**src/source/bp_pkg.sv**
```systemverilog
// Branch predictor shared types
`default_nettype none

package bp_pkg;

    // address and target width
    localparam int xlen = 32;

    // instructions per fetch packet of 4 bytes each
    localparam int slots = 2;

    // bit 0 clear means predict taken
    typedef enum logic [1:0] {
        strong_taken = 2'b00,
        strong_not   = 2'b01,
        weak_taken   = 2'b10,
        weak_not     = 2'b11
    } ctr_t;

    localparam ctr_t ctr_reset = weak_taken;

endpackage

`default_nettype wire

```
**src/source/bp_select.sv**
```systemverilog
// First-taken slot selector
`timescale 1ns/1ps
`default_nettype none

module bp_select (
    input  logic [bp_pkg::xlen-1:0]                      fetch_pc,
    input  logic                                         first_slot,
    input  logic [bp_pkg::slots-1:0]                     slot_taken,
    input  logic [bp_pkg::slots-1:0][bp_pkg::xlen-1:0]   slot_target,
    output logic                                         pred_taken,
    output logic [bp_pkg::xlen-1:0]                      pred_pc,
    output logic [$clog2(bp_pkg::slots)-1:0]             pred_slot
);
    import bp_pkg::*;

    localparam int pkt_bytes = slots * 4;
    localparam int slot_w    = $clog2(slots);

    logic [xlen-1:0] base;

    assign base = fetch_pc & ~xlen'(pkt_bytes - 1);

    // walk from the top so the lowest counting slot wins
    always_comb begin
        pred_taken = 1'b0;
        pred_pc    = base + xlen'(pkt_bytes);  // fall through
        pred_slot  = '0;
        for (int s = slots - 1; s >= 0; s--) begin
            // slots before the entry point were not fetched
            if (slot_taken[s] && s >= int'(first_slot)) begin
                pred_taken = 1'b1;
                pred_pc    = slot_target[s];
                pred_slot  = slot_w'(s);
            end
        end
    end

endmodule

`default_nettype wire

```
**config.mk**
```make
export PLATFORM = sky130hd
export DESIGN_NAME = bp_select
export DESIGN_NICKNAME = d
export VERILOG_FILES = /design/src/source/bp_pkg.sv /design/src/source/bp_select.sv
export SDC_FILE = /design/constraint.sdc
export NUM_CORES = 1
export LEC_CHECK = 0
export BUFFER_PORTS_ARGS = -buffer_cell sky130_fd_sc_hd__buf_4
export CORE_ASPECT_RATIO = 1.75
export CORE_MARGIN = 3
export CORE_UTILIZATION = 32
export DETAILED_ROUTE_END_ITERATION = 6
export PLACE_DENSITY = 0.8
export RECOVER_POWER = 50
export SLEW_MARGIN = 20
export SYNTH_ARGS = -nofsm -noshare
export SYNTH_HDL_FRONTEND = slang
export SYNTH_SLANG_ARGS = --single-unit
```
**constraint.sdc**
```tcl
create_clock -name vclk -period 1.6
set_input_delay 0.16 -clock vclk [all_inputs]
set_output_delay 0.16 -clock vclk [all_outputs]
set_load 0.02 [all_outputs]
```
==> results.py <==
metrics = {
    "outcome": {
        "outcome": "complete, but fails checks",
        "violations": "setup timing",
    },
    "placed_design": {
        "gp_congestion": 0.858,
        "placed_cell_area_mm2": 0.00257,
        "io_buffers": 130,
        "dp_hpwl_um": 4800,
        "place_ws_ps": -282,
    },
    "global_route": {
        "grt_max_degree": 31,
        "grt_pass1_vias": 2256,
        "antenna_found_initial": 0,
        "grt_usage": 0.263,
        "overflow": 0,
        "grt_pass1_wl_um": 9360,
    },
    "yosys": {
        "post_synth_num_cell_types": 31,
        "netlist_top_cells_count": "nand2_1, a21oi_1, nor2_1, nand3_1, xor2_1",
        "yosysTopAreaCell": "xor2_1",
        "synth_area_per_cell_um2": 5.92,
        "synthCells": 198,
        "ys_seq_area_frac": 0,
        "synth.most_common_cell": "nand2_1",
        "yosys-top-cells-area": "xor2_1, a21oi_1, nand3_1",
        "netlist.area_leader.share": 0.127,
        "yosys_warnings": 0,
        "syn_nets": 298,
        "netlist_area_mm2": 0.00117,
    },
    "run": {
        "maxCapViolCount": 0,
    },
    "drt": {
        "routedWlPerCell_um": 16.5,
        "wl_um": 6770,
        "drt_iter0_drc": 51,
        "drc": 0,
        "detail_route.vias_per_cell": 5.48,
        "vias": 2246,
        "ant_nets": 0,
        "dr.pass1.iters": 4,
    },
    "layout": {
        "n_sequential_cell": 0,
        "finalInstanceArea_mm2": 0.00291,
        "drive_gt1_frac": 0.589,
        "num_antenna_cells": 0,
        "nets": 467,
        "regArea_um2": 0,
        "clock_buffers": 0,
        "fillers": 221,
        "area_growth_syn_to_layout_pct": 148,
        "multi_input_area_mm2": 0.00136,
    },
    "timing": {
        "setup_slack_ps": -214,
        "whs_ps": 615,
        "fmax_mhz": 551,
        "tightest_slew_ps": 450,
        "slew_headroom": 0.700,
        "slew_violations": 0,
        "final-hold-violation-count": 0,
        "rsz0062_at_grt": "true",
        "finalSetupViolations": 17,
        "fin_crit_sh": 1.13,
        "fin_crit_ps": 1810,
    },
    "worst_setup_path": {
        "cp-end-kind": "output port",
        "required_ps": 1440,
        "path_class": "in2out",
        "startpoint_type": "input port",
        "arrival_ps": 1650,
        "cp_max_fo": 2,
    },
    "die": {
        "rows": 28,
        "core_mm2": 0.00343,
        "ios": 133,
        "die_h_um": 86.1,
        "die_x_um": 51.8,
        "initial_core_util": 0.341,
        "dieArea_mm2": 0.00445,
    },
    "pwr": {
        "power_density_mw_per_mm2": 297,
        "p_leak_nw": 1.38,
        "ir_drop_mv": 0.260,
        "power.total_mw": 0.863,
    },
    "worst_hold_path": {
        "min_path_type": "in2out",
    },
    "clocking": {
        "cts_hold_repair.buffers": 0,
    },
}
critical path: stages:
cell and delay, ps:
buf_8 80, ha_4 150, nand2_4 70, nor2_4 100
or4b_4 470, or4_4 430, nand3_2 80, buf_6 120
metrics by stage:
step,std cells,setup TNS (ps),utilization
finish,410,-1440,0.847
global placement,403,-2170,0.749
floorplan,198,-158,-
CTS,404,-1230,0.802
global route,410,-3150,0.847
detailed placement,403,-2350,0.749
layer usage:
layer / vias to the layer above / share of wire / global-route usage
met5: - / 0 / 0
met4: 0 / 0.033 / 0.0692
met3: 24 / 0.060 / 0.0226
met2: 120 / 0.60 / 0.577
met1: 1047 / 0.30 / 0.231
li1: 1055 / - / -
layout by cell type, fill, tap and decap left out, types with 3 or more instances in the layout:
| master | count |
|---|---|
| nand2_1 | 23 |
| nor2_1 | 20 |
| buf_6 | 24 |
| xnor2_1 | 7 |
| buf_4 | 149 |
| nor4_4 | 3 |
| nand3_1 | 13 |
| and3_1 | 5 |
| nand3_2 | 4 |
| a21oi_1 | 22 |
| nand4_1 | 6 |
| o21ai_0 | 9 |
| mux2i_1 | 6 |
| xor2_1 | 13 |
| o21ai_1 | 4 |
| o22ai_1 | 5 |
| o22ai_2 | 7 |
| nand3_4 | 3 |
| xor2_2 | 4 |
| buf_12 | 3 |
| nand3b_1 | 4 |
final cells by class:
| type | instances | share of cell area |
|---|---|---|
| Inverter | 1 | 0.00129 |
| Multi-Input combinational cell | 184 | 0.468 |
| Tap cell | 45 | 0.0194 |
| Timing Repair Buffer | 180 | 0.511 |
kinds of logic (layout without fill, tap and decap cells):
| group | Yosys count | in the layout | share of synthesized area |
|---|---|---|---|
| mux | 8 | 8 | 0.0704 |
| buf+inv | 14 | 181 | 0.0448 |
| xor+xnor | 24 | 24 | 0.179 |
| fa+ha+maj | 1 | 1 | 0.0107 |
| simple gates | 103 | 103 | 0.474 |
| compound gates | 48 | 48 | 0.221 |
path summary, 6_finish.rpt:
check	startpoint	endpoint	cells after the start
setup / recovery	fetch_pc[4]	pred_pc[19]	8
hold / removal	slot_target[1]	pred_pc[1]	4
report_power, final:
| group | total (mW) | internal [mW] | switching (mW) |
|---|---|---|---|
| Sequential | 0 | 0 | 0 |
| Combinational | 0.863 | 0.457 | 0.407 |
| Clock | 0 | 0 | 0 |
| Total | 0.863 | 0.457 | 0.407 |
what timing repair did:
action | 4_1_cts | 5_1_grt
gates resized for setup | 36 | 26
setup buffers | 1 | 6
setup endpoints to repair | 21 | 22
pin swaps | 15 | 14
Note: power is estimated with default switching activity, not from simulation.
